`src/rtl/f9mg_pkg.sv`:
```
`default_nettype none

package f9mg_pkg;

  // ------------------------------
  // message format sizes
  // ------------------------------
  localparam int BYTE_WIDTH            = 8;
  localparam int F9MG_CMD_LENGTH       = 12;
  localparam int F9DEV_NAME_LENGTH     = 6;
  localparam int F9DEV_SN_LENGTH       = 8;
  // local commands reuse the tail of the command field after the serial number
  localparam int F9MG_LOCAL_CMD_LENGTH = F9MG_CMD_LENGTH - F9DEV_SN_LENGTH;
  localparam int F9MG_ARG_MAX_LENGTH   = 64;
  localparam int F9MG_BUF_LENGTH       = F9MG_CMD_LENGTH + F9DEV_NAME_LENGTH
                                       + F9MG_ARG_MAX_LENGTH;
  // one extra count so an overlong message shows as 83
  localparam int W_F9MG_BUF_LEN        = $clog2(F9MG_BUF_LENGTH + 2);

  localparam int F9MG_CMD_WIDTH        = F9MG_CMD_LENGTH * BYTE_WIDTH;
  localparam int F9MG_BUF_WIDTH        = F9MG_BUF_LENGTH * BYTE_WIDTH;

  // ------------------------------
  // field types
  // ------------------------------
  typedef logic [F9MG_BUF_WIDTH-1:0]                 f9mg_buf_t;
  typedef logic [W_F9MG_BUF_LEN-1:0]                 f9mg_len_t;
  typedef logic [F9DEV_SN_LENGTH*BYTE_WIDTH-1:0]     f9dev_sn_t;
  typedef logic [F9DEV_NAME_LENGTH*BYTE_WIDTH-1:0]   f9dev_name_t;
  typedef logic [31:0]                               ip_addr_t;
  typedef logic [15:0]                               ip_port_t;
  typedef logic [47:0]                               mac_addr_t;

  // name, sn, group addr/port, src mac, src ip/port
  localparam int F9MG_SN_BUF_LENGTH = F9DEV_NAME_LENGTH + F9DEV_SN_LENGTH
                                    + ($bits(mac_addr_t)
                                    + 2 * ($bits(ip_addr_t) + $bits(ip_port_t)))
                                    / BYTE_WIDTH;
  localparam int F9MG_RESN_MSG_LENGTH = F9MG_CMD_LENGTH + F9MG_SN_BUF_LENGTH;

  typedef logic [F9MG_SN_BUF_LENGTH*BYTE_WIDTH-1:0]  f9mg_sn_buf_t;

  // decoded igmp action
  typedef logic [1:0] igmp_act_t;
  localparam igmp_act_t IGMP_ACT_IDLE  = 2'd0;
  localparam igmp_act_t IGMP_ACT_JOIN  = 2'd1;
  localparam igmp_act_t IGMP_ACT_LEAVE = 2'd2;
  localparam igmp_act_t IGMP_ACT_QUERY = 2'd3;

  // ------------------------------
  // command strings
  // ------------------------------
  localparam f9dev_name_t F9DEV_NAME_STRING = "f9pcap";
  localparam logic [F9MG_CMD_WIDTH-1:0] F9MG_CMD_RESN = "fonwin:resn:";
  localparam logic [F9MG_LOCAL_CMD_LENGTH*BYTE_WIDTH-1:0] F9MG_LOCAL_CMD_SGAP = "sgap";

endpackage

`default_nettype wire

```
`src/rtl/f9mg_msg_collector.sv`:
```
`timescale 1ns/10ps
`default_nettype none

module f9mg_msg_collector (
  input  wire logic             clk_in,
  input  wire logic             rst_in,
  input  wire logic             msg_valid,
  input  wire logic             msg_last,
  input  wire logic [7:0]       msg_data,
  output logic                  msg_done,
  output f9mg_pkg::f9mg_buf_t   msg_buf,
  output f9mg_pkg::f9mg_len_t   msg_len
);
  import f9mg_pkg::*;

  // length reported for anything longer than the buffer
  localparam f9mg_len_t LEN_OVERLONG = f9mg_len_t'(F9MG_BUF_LENGTH + 1);

  f9mg_buf_t buf_q;
  f9mg_buf_t buf_next;
  f9mg_len_t wr_pos;
  logic      msg_start;
  logic      done_q;

  // ------------------------------
  // byte placement
  // ------------------------------
  // byte 0 sits in the top byte of the buffer
  always_comb begin
    if (msg_start) begin
      buf_next = '0;
      buf_next[F9MG_BUF_WIDTH-1 -: BYTE_WIDTH] = msg_data;
    end else begin
      buf_next = buf_q;
      // bytes past the buffer end are dropped
      if (wr_pos < F9MG_BUF_LENGTH) begin
        buf_next[(F9MG_BUF_LENGTH - 1 - wr_pos) * BYTE_WIDTH +: BYTE_WIDTH] = msg_data;
      end
    end
  end

  always_ff @(posedge clk_in) begin
    if (msg_valid) begin
      buf_q <= buf_next;
    end
  end

  // ------------------------------
  // position, start flag, done
  // ------------------------------
  always_ff @(posedge clk_in) begin
    if (rst_in) begin
      wr_pos    <= '0;
      msg_start <= 1'b1;
      done_q    <= 1'b0;
    end else begin
      done_q <= msg_valid & msg_last;
      if (msg_valid) begin
        // the byte after a last byte opens a new message
        msg_start <= msg_last;
        if (msg_start) begin
          wr_pos <= f9mg_len_t'(1);
        end else if (wr_pos < LEN_OVERLONG) begin
          wr_pos <= wr_pos + 1'b1;
        end
      end
    end
  end

  assign msg_done = done_q;
  assign msg_buf  = buf_q;
  assign msg_len  = wr_pos;

  // length stays saturated however many bytes arrive
  a_len_saturates: assert property (
    @(posedge clk_in) disable iff (rst_in)
    msg_len <= LEN_OVERLONG
  ) else $error("msg_len above saturation value");

endmodule

`default_nettype wire

```
`src/rtl/f9mg_cmd_decoder.sv`:
```
`timescale 1ns/10ps
`default_nettype none

module f9mg_cmd_decoder #(
  parameter int SGAP_WIDTH = 32
) (
  input  wire logic                   clk_in,
  input  wire logic                   rst_in,
  input  wire logic                   msg_done,
  input  wire f9mg_pkg::f9mg_buf_t    msg_buf,
  input  wire f9mg_pkg::f9mg_len_t    msg_len,
  input  wire f9mg_pkg::f9dev_sn_t    f9dev_sn,
  output logic                        resn_write,
  output f9mg_pkg::f9mg_sn_buf_t      resn_data,
  output logic                        sgap_write,
  output logic [SGAP_WIDTH-1:0]       sgap_data
);
  import f9mg_pkg::*;

  // sgap argument is a whole number of bytes, big-endian
  localparam int SGAP_LENGTH   = (SGAP_WIDTH + BYTE_WIDTH - 1) / BYTE_WIDTH;
  localparam int SGAP_ALIGN_W  = SGAP_LENGTH * BYTE_WIDTH;
  // arguments follow the command field and the name slot
  localparam int ARG_OFFSET    = F9MG_CMD_LENGTH + F9DEV_NAME_LENGTH;
  localparam int LOCAL_CMD_W   = F9MG_LOCAL_CMD_LENGTH * BYTE_WIDTH;

  if (SGAP_WIDTH < 1 || SGAP_WIDTH > 32) begin : g_sgap_width_check
    $error("SGAP_WIDTH must be between 1 and 32");
  end

  logic [F9MG_CMD_WIDTH-1:0] cmd_str;
  f9dev_sn_t                 rx_sn;
  logic [LOCAL_CMD_W-1:0]    local_cmd;
  f9mg_len_t                 arg_len;
  logic [SGAP_ALIGN_W-1:0]   sgap_arg;
  f9mg_sn_buf_t              resn_arg;
  logic                      resn_hit;
  logic                      sgap_hit;

  // ------------------------------
  // field extraction
  // ------------------------------
  assign cmd_str = msg_buf[F9MG_BUF_WIDTH-1 -: F9MG_CMD_WIDTH];
  // local commands: sn in bytes 0-7, command word in bytes 8-11
  assign {rx_sn, local_cmd} = cmd_str;
  assign arg_len  = msg_len - f9mg_len_t'(ARG_OFFSET);
  assign sgap_arg = msg_buf[F9MG_BUF_WIDTH-1 - ARG_OFFSET*BYTE_WIDTH -: SGAP_ALIGN_W];
  assign resn_arg = msg_buf[F9MG_BUF_WIDTH-1 - F9MG_CMD_WIDTH -: $bits(f9mg_sn_buf_t)];

  // ------------------------------
  // command match
  // ------------------------------
  // resn needs the exact profile length, anything else is ignored
  assign resn_hit = msg_done
                 && (cmd_str == F9MG_CMD_RESN)
                 && (msg_len == F9MG_RESN_MSG_LENGTH);

  // sgap is only accepted for this device's serial number
  assign sgap_hit = msg_done
                 && (rx_sn == f9dev_sn)
                 && (local_cmd == F9MG_LOCAL_CMD_SGAP)
                 && (arg_len == f9mg_len_t'(SGAP_LENGTH));

  always_ff @(posedge clk_in) begin
    if (rst_in) begin
      resn_write <= 1'b0;
      sgap_write <= 1'b0;
    end else begin
      resn_write <= resn_hit;
      sgap_write <= sgap_hit;
    end
  end

  // argument capture, held until the next matching command
  always_ff @(posedge clk_in) begin
    if (resn_hit) begin
      resn_data <= resn_arg;
    end
    if (sgap_hit) begin
      sgap_data <= sgap_arg[SGAP_WIDTH-1:0];
    end
  end

  // the two command words cannot both match one message
  a_one_write: assert property (
    @(posedge clk_in) disable iff (rst_in)
    !(resn_write && sgap_write)
  ) else $error("resn_write and sgap_write asserted together");

endmodule

`default_nettype wire

```
`src/rtl/f9pcap_profile.sv`:
```
`timescale 1ns/10ps
`default_nettype none

module f9pcap_profile #(
  parameter int SGAP_WIDTH = 32
) (
  input  wire logic                   clk_in,
  input  wire logic                   rst_in,
  input  wire logic                   resn_write,
  input  wire f9mg_pkg::f9mg_sn_buf_t resn_data,
  input  wire logic                   sgap_write,
  input  wire logic [SGAP_WIDTH-1:0]  sgap_data,
  input  wire logic                   igmp_valid,
  input  wire f9mg_pkg::igmp_act_t    igmp_act,
  input  wire f9mg_pkg::ip_addr_t     igmp_group_addr,
  output logic                        is_f9pcap_en,
  output logic                        f9mg_rx_join,
  output f9mg_pkg::f9dev_sn_t         f9dev_sn,
  output logic [SGAP_WIDTH-1:0]       local_sgap,
  output f9mg_pkg::ip_addr_t          f9pcap_mcgroup_addr,
  output f9mg_pkg::ip_port_t          f9pcap_mcgroup_port,
  output f9mg_pkg::mac_addr_t         f9pcap_src_mac_addr,
  output f9mg_pkg::ip_addr_t          f9pcap_src_ip_addr,
  output f9mg_pkg::ip_port_t          f9pcap_src_port
);
  import f9mg_pkg::*;

  f9mg_sn_buf_t profile_q;
  f9dev_name_t  dev_name;
  logic         name_ok;
  logic         join_hit;

  // ------------------------------
  // stored profile and sgap
  // ------------------------------
  // profile is all zero until the first resn arrives
  always_ff @(posedge clk_in) begin
    if (rst_in) begin
      profile_q  <= '0;
      local_sgap <= '0;
    end else begin
      if (resn_write) begin
        profile_q <= resn_data;
      end
      if (sgap_write) begin
        local_sgap <= sgap_data;
      end
    end
  end

  // field order matches the resn payload, name first
  assign {dev_name,
          f9dev_sn,
          f9pcap_mcgroup_addr,
          f9pcap_mcgroup_port,
          f9pcap_src_mac_addr,
          f9pcap_src_ip_addr,
          f9pcap_src_port} = profile_q;

  assign name_ok = (dev_name == F9DEV_NAME_STRING);

  // ------------------------------
  // enable and igmp join
  // ------------------------------
  // join counts only for the group we were told to send to
  assign join_hit = igmp_valid
                 && (igmp_act == IGMP_ACT_JOIN)
                 && (igmp_group_addr == f9pcap_mcgroup_addr);

  always_ff @(posedge clk_in) begin
    if (rst_in) begin
      is_f9pcap_en <= 1'b0;
      f9mg_rx_join <= 1'b0;
    end else begin
      is_f9pcap_en <= name_ok;
      f9mg_rx_join <= join_hit;
    end
  end

  // join pulse always traces back to a join strobe one cycle earlier
  a_join_follows_strobe: assert property (
    @(posedge clk_in) disable iff (rst_in)
    f9mg_rx_join |-> $past(igmp_valid && (igmp_act == IGMP_ACT_JOIN))
  ) else $error("f9mg_rx_join without a preceding igmp join");

endmodule

`default_nettype wire

```
`src/rtl/f9pcap_dev_f9mg.sv`:
```
`timescale 1ns/10ps
`default_nettype none

module f9pcap_dev_f9mg #(
  parameter int SGAP_WIDTH = 32
) (
  input  wire logic                   clk_in,
  input  wire logic                   rst_in,
  // management message bytes, udp payload only
  input  wire logic                   msg_valid,
  input  wire logic [7:0]             msg_data,
  input  wire logic                   msg_last,
  // decoded igmp
  input  wire logic                   igmp_valid,
  input  wire f9mg_pkg::igmp_act_t    igmp_act,
  input  wire f9mg_pkg::ip_addr_t     igmp_group_addr,
  output logic                        is_f9pcap_en,
  output logic                        f9mg_rx_join,
  output f9mg_pkg::f9dev_sn_t         f9dev_sn,
  output logic [SGAP_WIDTH-1:0]       local_sgap,
  output f9mg_pkg::ip_addr_t          f9pcap_mcgroup_addr,
  output f9mg_pkg::ip_port_t          f9pcap_mcgroup_port,
  output f9mg_pkg::mac_addr_t         f9pcap_src_mac_addr,
  output f9mg_pkg::ip_addr_t          f9pcap_src_ip_addr,
  output f9mg_pkg::ip_port_t          f9pcap_src_port
);
  import f9mg_pkg::*;

  logic                  msg_done;
  f9mg_buf_t             msg_buf;
  f9mg_len_t             msg_len;
  logic                  resn_write;
  f9mg_sn_buf_t          resn_data;
  logic                  sgap_write;
  logic [SGAP_WIDTH-1:0] sgap_data;

  // ------------------------------
  // collect -> decode -> store
  // ------------------------------
  f9mg_msg_collector u_collector (
    .clk_in    (clk_in),
    .rst_in    (rst_in),
    .msg_valid (msg_valid),
    .msg_last  (msg_last),
    .msg_data  (msg_data),
    .msg_done  (msg_done),
    .msg_buf   (msg_buf),
    .msg_len   (msg_len)
  );

  f9mg_cmd_decoder #(
    .SGAP_WIDTH (SGAP_WIDTH)
  ) u_decoder (
    .clk_in     (clk_in),
    .rst_in     (rst_in),
    .msg_done   (msg_done),
    .msg_buf    (msg_buf),
    .msg_len    (msg_len),
    .f9dev_sn   (f9dev_sn),
    .resn_write (resn_write),
    .resn_data  (resn_data),
    .sgap_write (sgap_write),
    .sgap_data  (sgap_data)
  );

  // stored sn feeds back to the decoder for local commands
  f9pcap_profile #(
    .SGAP_WIDTH (SGAP_WIDTH)
  ) u_profile (
    .clk_in              (clk_in),
    .rst_in              (rst_in),
    .resn_write          (resn_write),
    .resn_data           (resn_data),
    .sgap_write          (sgap_write),
    .sgap_data           (sgap_data),
    .igmp_valid          (igmp_valid),
    .igmp_act            (igmp_act),
    .igmp_group_addr     (igmp_group_addr),
    .is_f9pcap_en        (is_f9pcap_en),
    .f9mg_rx_join        (f9mg_rx_join),
    .f9dev_sn            (f9dev_sn),
    .local_sgap          (local_sgap),
    .f9pcap_mcgroup_addr (f9pcap_mcgroup_addr),
    .f9pcap_mcgroup_port (f9pcap_mcgroup_port),
    .f9pcap_src_mac_addr (f9pcap_src_mac_addr),
    .f9pcap_src_ip_addr  (f9pcap_src_ip_addr),
    .f9pcap_src_port     (f9pcap_src_port)
  );

endmodule

`default_nettype wire

```
`config.mk`:
```
export PLATFORM = sky130hd
export DESIGN_NAME = f9pcap_dev_f9mg
export DESIGN_NICKNAME = d
export VERILOG_FILES = /design/src/rtl/f9mg_pkg.sv /design/src/rtl/f9mg_msg_collector.sv /design/src/rtl/f9mg_cmd_decoder.sv /design/src/rtl/f9pcap_profile.sv /design/src/rtl/f9pcap_dev_f9mg.sv
export SDC_FILE = /design/constraint.sdc
export NUM_CORES = 1
export LEC_CHECK = 0
export ABC_AREA = 0
export BUFFER_PORTS_ARGS = -buffer_cell sky130_fd_sc_hd__buf_4
export CORE_MARGIN = 4
export CORE_UTILIZATION = 45
export DETAILED_ROUTE_END_ITERATION = 7
export HOLD_SLACK_MARGIN = 0.08
export SLEW_MARGIN = 20
export SYNTH_ARGS = -nofsm -noshare
export SYNTH_HDL_FRONTEND = slang
export SYNTH_SLANG_ARGS = --single-unit
```
`constraint.sdc`:
```
create_clock -name clk_in -period 37.9 [get_ports clk_in]
set_clock_uncertainty 0.15 [all_clocks]
set_input_delay 1.895 -clock clk_in [delete_from_list [all_inputs] [get_ports clk_in]]
set_output_delay 1.895 -clock clk_in [all_outputs]
set_load 0.005 [all_outputs]
```
==> metrics.csv, run 1 <==
metric,value,unit
Root Buffer Master,clkbuf_16,
Reg2Reg Depth,12,
sequential element share of the synthesized area,62.05,%
largest stage delay on the critical path,0.92,ns
Hold Crit Endpoint,u_decoder.resn_data[19],
TNS Setup,0,ns
final core utilization,51.02,%
worst vdd ir,0.00003760,V
main combinational cell family by area after synthesis,simple AND/OR/NAND/NOR gates,
top post-synthesis cells by area,"edfxtp_1, dfxtp_1, mux2i_1",
CTS Buffer Depth,3,
area share of and/or/nand/nor cells after synthesis,11.96,%
CTS resizes,0,
site row count,110,
Starting Density,45.27,%
"Top FF cell, synth",edfxtp_1,
status,"complete, no violations",
CP Class,reg -> reg,
yosys warns,0,
hpwl dp,78.16,mm
total grt overflow,0,
min cycle time layout,6.644,ns
final instance area,0.04585,mm^2
Placer Congestion,0.8923,
worst-path maximum fanout,15,
Critical Path Source Type,flop,
initial antenna violation count,5,
Worst-Skew Late Latency,0.66,ns
worst r2r dst,u_collector.msg_buf[632],
cells after synthesis,3349,
"Data arrival, critical path",6.86,ns
"slowest stage cell, crit path",a2bb2oi_1,
worst min path class,reg -> reg,
WHS,0.2922,ns
top post-synthesis cells by count,"edfxtp_1, mux2i_1, nor2_1",
mean post-synth cell area,12.15,um^2
vias post-DR,27120,
post-synthesis register bit count,941,
R2R Setup Slk,31.26,ns
Die X-Extent,308.7,um
final hold vios,0,
RSZ-0062 raised after global routing,false,
DP Area,0.04241,mm^2
final wirelength,116.5,mm
final setup violating endpoints,0,
fillers,7752,
Post-Synth XOR/XNOR Area,2.350,%
synthesized area,0.04068,mm^2
number of synthesized flops with an enable pin,640,
Cell Pwr Density,49.73,mW/mm^2
Post-CTS Setup Bufs,0,
Post-layout nets,3433,
crit-path cells,"inv_1, ha_1, nor2b_1, a2bb2oi_1, inv_1, ha_1, and4b_1, nand4_1, nor2_2, nand2_1, o31ai_1, a2bb2oi_1",
CTS tree,yes,
Critical Path RT,38.12,ns
hold path depth,0,
Max Cap Violations,0,
die area,0.09528,mm^2
DRT iter0 DRCs,2956,
io pins,289,
Lkg Pwr,0.01579,uW
Synth cell types,71,
Least-Margin Pin Slew,1.237,ns
Peak Freq,150.5,MHz
Slew HR,17.56,%
Pins Over Slew Limit,0,
routed wire length per instance,25.15,um
CTS Sinks,941,
CORE AREA,0.08987,mm^2
ys async rst share,0,%
Final period util,17.53,%
Antenna diodes,0,
first-pass GRT wire length,172.8,mm
CP endpoint kind,flop,
post-synth top area cell,edfxtp_1,
worst flop-to-flop path startpoint,u_collector.msg_len[1],
DP Worst Slack,31.51,ns
top cell type's share of synthesized area,47.24,%
most frequent cell after synthesis,edfxtp_1,
"CTS clk-pin slew, worst paths",0.06,ns
vias in the first global route,26590,
setup slack after layout,31.26,ns
TritonCTS buffer count,100,
all-layer global routing usage,23.83,%
Port-buffer cells,288,
routed vias/inst,5.854,
Layout area overhead,12.70,%
post-route ant nets,0,
Synth Area in Adders,0.4921,%
# hold bufs at CTS,0,
router iterations before antenna repair,8,
largest net degree at the start of global routing,142,
syn_nets,3412,
mux cell area share after synthesis,9.645,%
compound-gate portion of the synthesized area,7.421,%
layout cell share with drive strength beyond 1,15.71,%
Residual DRC,0,
hold_sp,u_collector.msg_buf[323],
Die Ht,308.7,um
H-Tree Depth,3,
-- per-layer routing --
metal	vias to the layer above	part of all wire [%]	routed length [um]	GRT usage (%)
li1	12240	-	-	-
met5	-	0	0	0
met4	0	3.4	4019	7.935
met1	13360	43	50440	33.24
met3	278	7.5	8765	4.012
met2	1249	46	53290	38.14
-- worst max-delay path by stage --
stage,from,end,slack (ns),cells after the start
floorplan,u_collector.msg_buf[615],u_decoder.resn_write,10.68,6
global placement,u_collector.msg_len[1],u_collector.msg_buf[569],31.73,12
detailed placement,u_collector.msg_len[1],u_collector.msg_buf[587],31.51,12
CTS,u_collector.msg_len[1],u_collector.msg_buf[586],31.48,12
global route,u_collector.msg_len[1],u_collector.msg_buf[632],30.88,12
finish,u_collector.msg_len[1],u_collector.msg_buf[632],31.26,12
-- registers in the layout, indices dropped and copies added, names as in the netlist --
signal	cells
u_collector.msg_start	1
u_decoder.sgap_write	1
u_profile.is_f9pcap_en	1
u_collector.msg_done	1
u_decoder.sgap_data	32
u_collector.msg_len	7
u_collector.msg_buf	352
u_profile.profile_q	256
u_profile.f9mg_rx_join	1
u_profile.local_sgap	32
u_decoder.resn_write	1
u_decoder.resn_data	256
-- cell usage in the layout (no fill, tap or decap), types with 18 or more instances in the layout --
| cell | netlist | final |
|---|---|---|
| edfxtp_1 | 640 | 640 |
| mux2i_1 | 392 | 392 |
| nor2_1 | 375 | 374 |
| buf_4 | 209 | 329 |
| dfxtp_1 | 301 | 298 |
| nand2_1 | 234 | 233 |
| nand4_1 | 128 | 128 |
| a21oi_1 | 120 | 120 |
| clkbuf_16 | 0 | 105 |
| a2bb2oi_1 | 88 | 88 |
| o31ai_1 | 80 | 80 |
| nor3_1 | 82 | 79 |
| o21ai_0 | 74 | 74 |
| xnor2_1 | 64 | 63 |
| nand3_1 | 44 | 43 |
| xor2_1 | 40 | 40 |
| nor4_1 | 36 | 30 |
| o211ai_1 | 25 | 25 |
| clkinv_1 | 8 | 20 |
| or4_1 | 19 | 19 |
| inv_1 | 19 | 18 |
| clkbuf_8 | 0 | 18 |
-- where the power goes --
part	total [uW]	internal (uW)	switching, uW
combinational	114	31.3	82.9
sequential	1160	1130	26.5
clock	1010	596	409
total	2280	1760	519
-- critical path, delay by kind of cell, from the launching register on --
kind,cells,cell delay (ns)
AO/OA/AOI/OAI,3,2.01
adder cells (fa/ha/maj),2,0.99
buffers and inverters,2,0.43
flip-flops,1,0.47
AND/OR/NAND/NOR,5,2.30
-- final cells by class --
cell class | count | area [um^2] | area share [%]
sequential | 941 | 25250 | 55.08
clock inverter | 48 | 476.7 | 1.040
inverter | 27 | 102.6 | 0.2238
multi-input combinational | 1968 | 13070 | 28.51
clock buffer | 141 | 2944 | 6.421
timing repair buffer | 332 | 2532 | 5.523
tap | 1176 | 1471 | 3.209
-- logic make-up after synthesis --
group,after synthesis
simple gates,1012
flops,941
compound gates,442
buf+inv,440
mux,392
xor+xnor,106
fa+ha+maj,16
-- metrics by stage --
step | instances | power (uW)
finish | 4633 | 2280
global route | 4633 | 2350
CTS | 4633 | 2296
detailed placement | 4444 | 1293
global placement | 4443 | 1290
floorplan | 3349 | 1246
Power figures use the tool's default switching activity.
==> run 2, diff against run 1 <==
==> constraint.sdc (replaced) <==
create_clock -name clk_in -period 6 [get_ports clk_in]
set_clock_uncertainty 0.15 [all_clocks]
set_input_delay 0.3 -clock clk_in [delete_from_list [all_inputs] [get_ports clk_in]]
set_output_delay 0.3 -clock clk_in [all_outputs]
set_load 0.005 [all_outputs]
==> metrics.csv, run 2 (synthesis gave the netlist of run 1 again) <==
metric,value,unit
final hold vios,0,
DRT iter0 DRCs,2834,
die area,0.09528,mm^2
Worst-Skew Late Latency,0.67,ns
area of the multi-input gates,0.01305,mm^2
DP Worst Slack,0.9055,ns
Critical Path RT,6.21,ns
hpwl dp,77.58,mm
Critical path origin,u_collector.msg_len[3],
CP endpoint kind,flop,
min cycle time layout,5.150,ns
"Data arrival, critical path",5.36,ns
layout cell share with drive strength beyond 1,16.00,%
"commonest non-fill, non-tap cell in the layout",edfxtp_1,
all-layer global routing usage,23.63,%
vias post-DR,27140,
Top Family by Delay on Critical Path,simple AND/OR/NAND/NOR gates,
router iterations before antenna repair,7,
Final period util,85.83,%
Peak Freq,194.2,MHz
"CTS clk-pin slew, worst paths",0.06,ns
CTS Buffer Depth,3,
Die Ht,308.7,um
most frequent cells in the layout,"edfxtp_1, mux2i_1, nor2_1, buf_4, dfxtp_1",
Antenna diodes,0,
final instance area,0.04618,mm^2
Port-buffer cells,288,
Die X-Extent,308.7,um
FF/Latch Area,0.02525,mm^2
CTS tree,yes,
Layout area overhead,13.50,%
Pins Over Slew Limit,0,
Lkg Pwr,0.01598,uW
R2R Setup Slk,0.85,ns
CORE AREA,0.08987,mm^2
status,"complete, no violations",
crit-path cells,"o31a_1, o21ai_1, nand2_1, nor2_1, nand2_1, ha_1, nor4_1, nand4_1, o22a_2, nor4_4, mux2i_1",
CP bufs+invs,0,
fillers,7778,
total grt overflow,0,
DP Area,0.04271,mm^2
vias in the first global route,26520,
final setup violating endpoints,0,
largest net degree at the start of global routing,150,
CTS resizes,0,
post-route ant nets,0,
worst min path class,in -> reg,
Critical Path Source Type,flop,
Residual DRC,0,
max reg flops,352,
H-Tree Depth,3,
TritonCTS buffer count,99,
WHS,0.1171,ns
Starting Density,45.27,%
Cell Pwr Density,309.4,mW/mm^2
"slowest stage cell, crit path",nor4_4,
Placer Congestion,0.9067,
Least-Margin Pin Slew,1.098,ns
worst-path maximum fanout,19,
# hold bufs at CTS,13,
CTS Sinks,941,
Slew HR,24.70,%
worst vdd ir,0.0002194,V
Max Cap Violations,0,
worst flop-to-flop path startpoint,u_collector.msg_len[3],
Root Buffer Master,clkbuf_16,
setup slack after layout,0.8500,ns
initial antenna violation count,2,
site row count,110,
final wirelength,115.7,mm
largest stage delay on the critical path,0.77,ns
hold_sp,msg_data[5],
RSZ-0062 raised after global routing,false,
routed vias/inst,5.802,
CP Class,reg -> reg,
routed wire length per instance,24.73,um
first-pass GRT wire length,171.0,mm
"most used cell, CP",nand2_1,
Post-CTS Setup Bufs,0,
Post-layout nets,3478,
io pins,289,
[run 2: final cells by class]
| class | instances | share of cell area (%) |
|---|---|---|
| Tap cell | 1176 | 3.186 |
| Clock inverter | 39 | 0.9131 |
| Clock buffer | 148 | 6.319 |
| Inverter | 27 | 0.2222 |
| Sequential cell | 941 | 54.69 |
| Timing Repair Buffer | 378 | 6.403 |
| Multi-Input combinational cell | 1968 | 28.27 |
[run 2: metal layers]
metal | vias up | GRT usage, % | share of wire (%)
met2 | 1131 | 38.01 | 46
met3 | 203 | 3.834 | 7.4
met4 | 0 | 7.662 | 3.0
li1 | 12320 | - | -
met5 | - | 0 | 0
met1 | 13490 | 32.97 | 43
[run 2: worst paths after layout]
path              cells past startpoint                       end
setup reg to reg                     11  u_collector.msg_buf[358]
hold / removal                        3  u_collector.msg_buf[621]
hold reg to reg                       0   u_decoder.resn_data[20]
setup / recovery                     11  u_collector.msg_buf[358]
[run 2: through the flow]
stage / utilization [%] / std cells / total power [uW] / TNS, ns
2_1_floorplan: - / 3349 / 7832 / -999.43
3_3_place_gp: 47.51 / 4476 / 8158 / 0
3_5_place_dp: 47.52 / 4477 / 8180 / 0
4_1_cts: 51.38 / 4677 / 14410 / 0
5_1_grt: 51.38 / 4677 / 14770 / 0
6_report: 51.38 / 4677 / 14280 / 0
[run 2: worst register-to-register path: cells and delay by family (launching register included)]
| kind | cells | cell delay (ns) |
|---|---|---|
| AO/OA/AOI/OAI | 3 | 1.14 |
| AND/OR/NAND/NOR | 6 | 2.29 |
| flip-flops | 1 | 0.54 |
| multiplexers | 1 | 0.18 |
| adder cells (fa/ha/maj) | 1 | 0.55 |
[run 2: where the power goes]
| group | switching, uW | total [uW] | leakage (uW) | internal [uW] |
|---|---|---|---|---|
| Sequential | 168 | 7330 | 0.00890 | 7160 |
| Clock | 2550 | 6220 | 0.00163 | 3670 |
| Combinational | 515 | 733 | 0.00546 | 218 |
| Total | 3230 | 14300 | 0.0160 | 11100 |
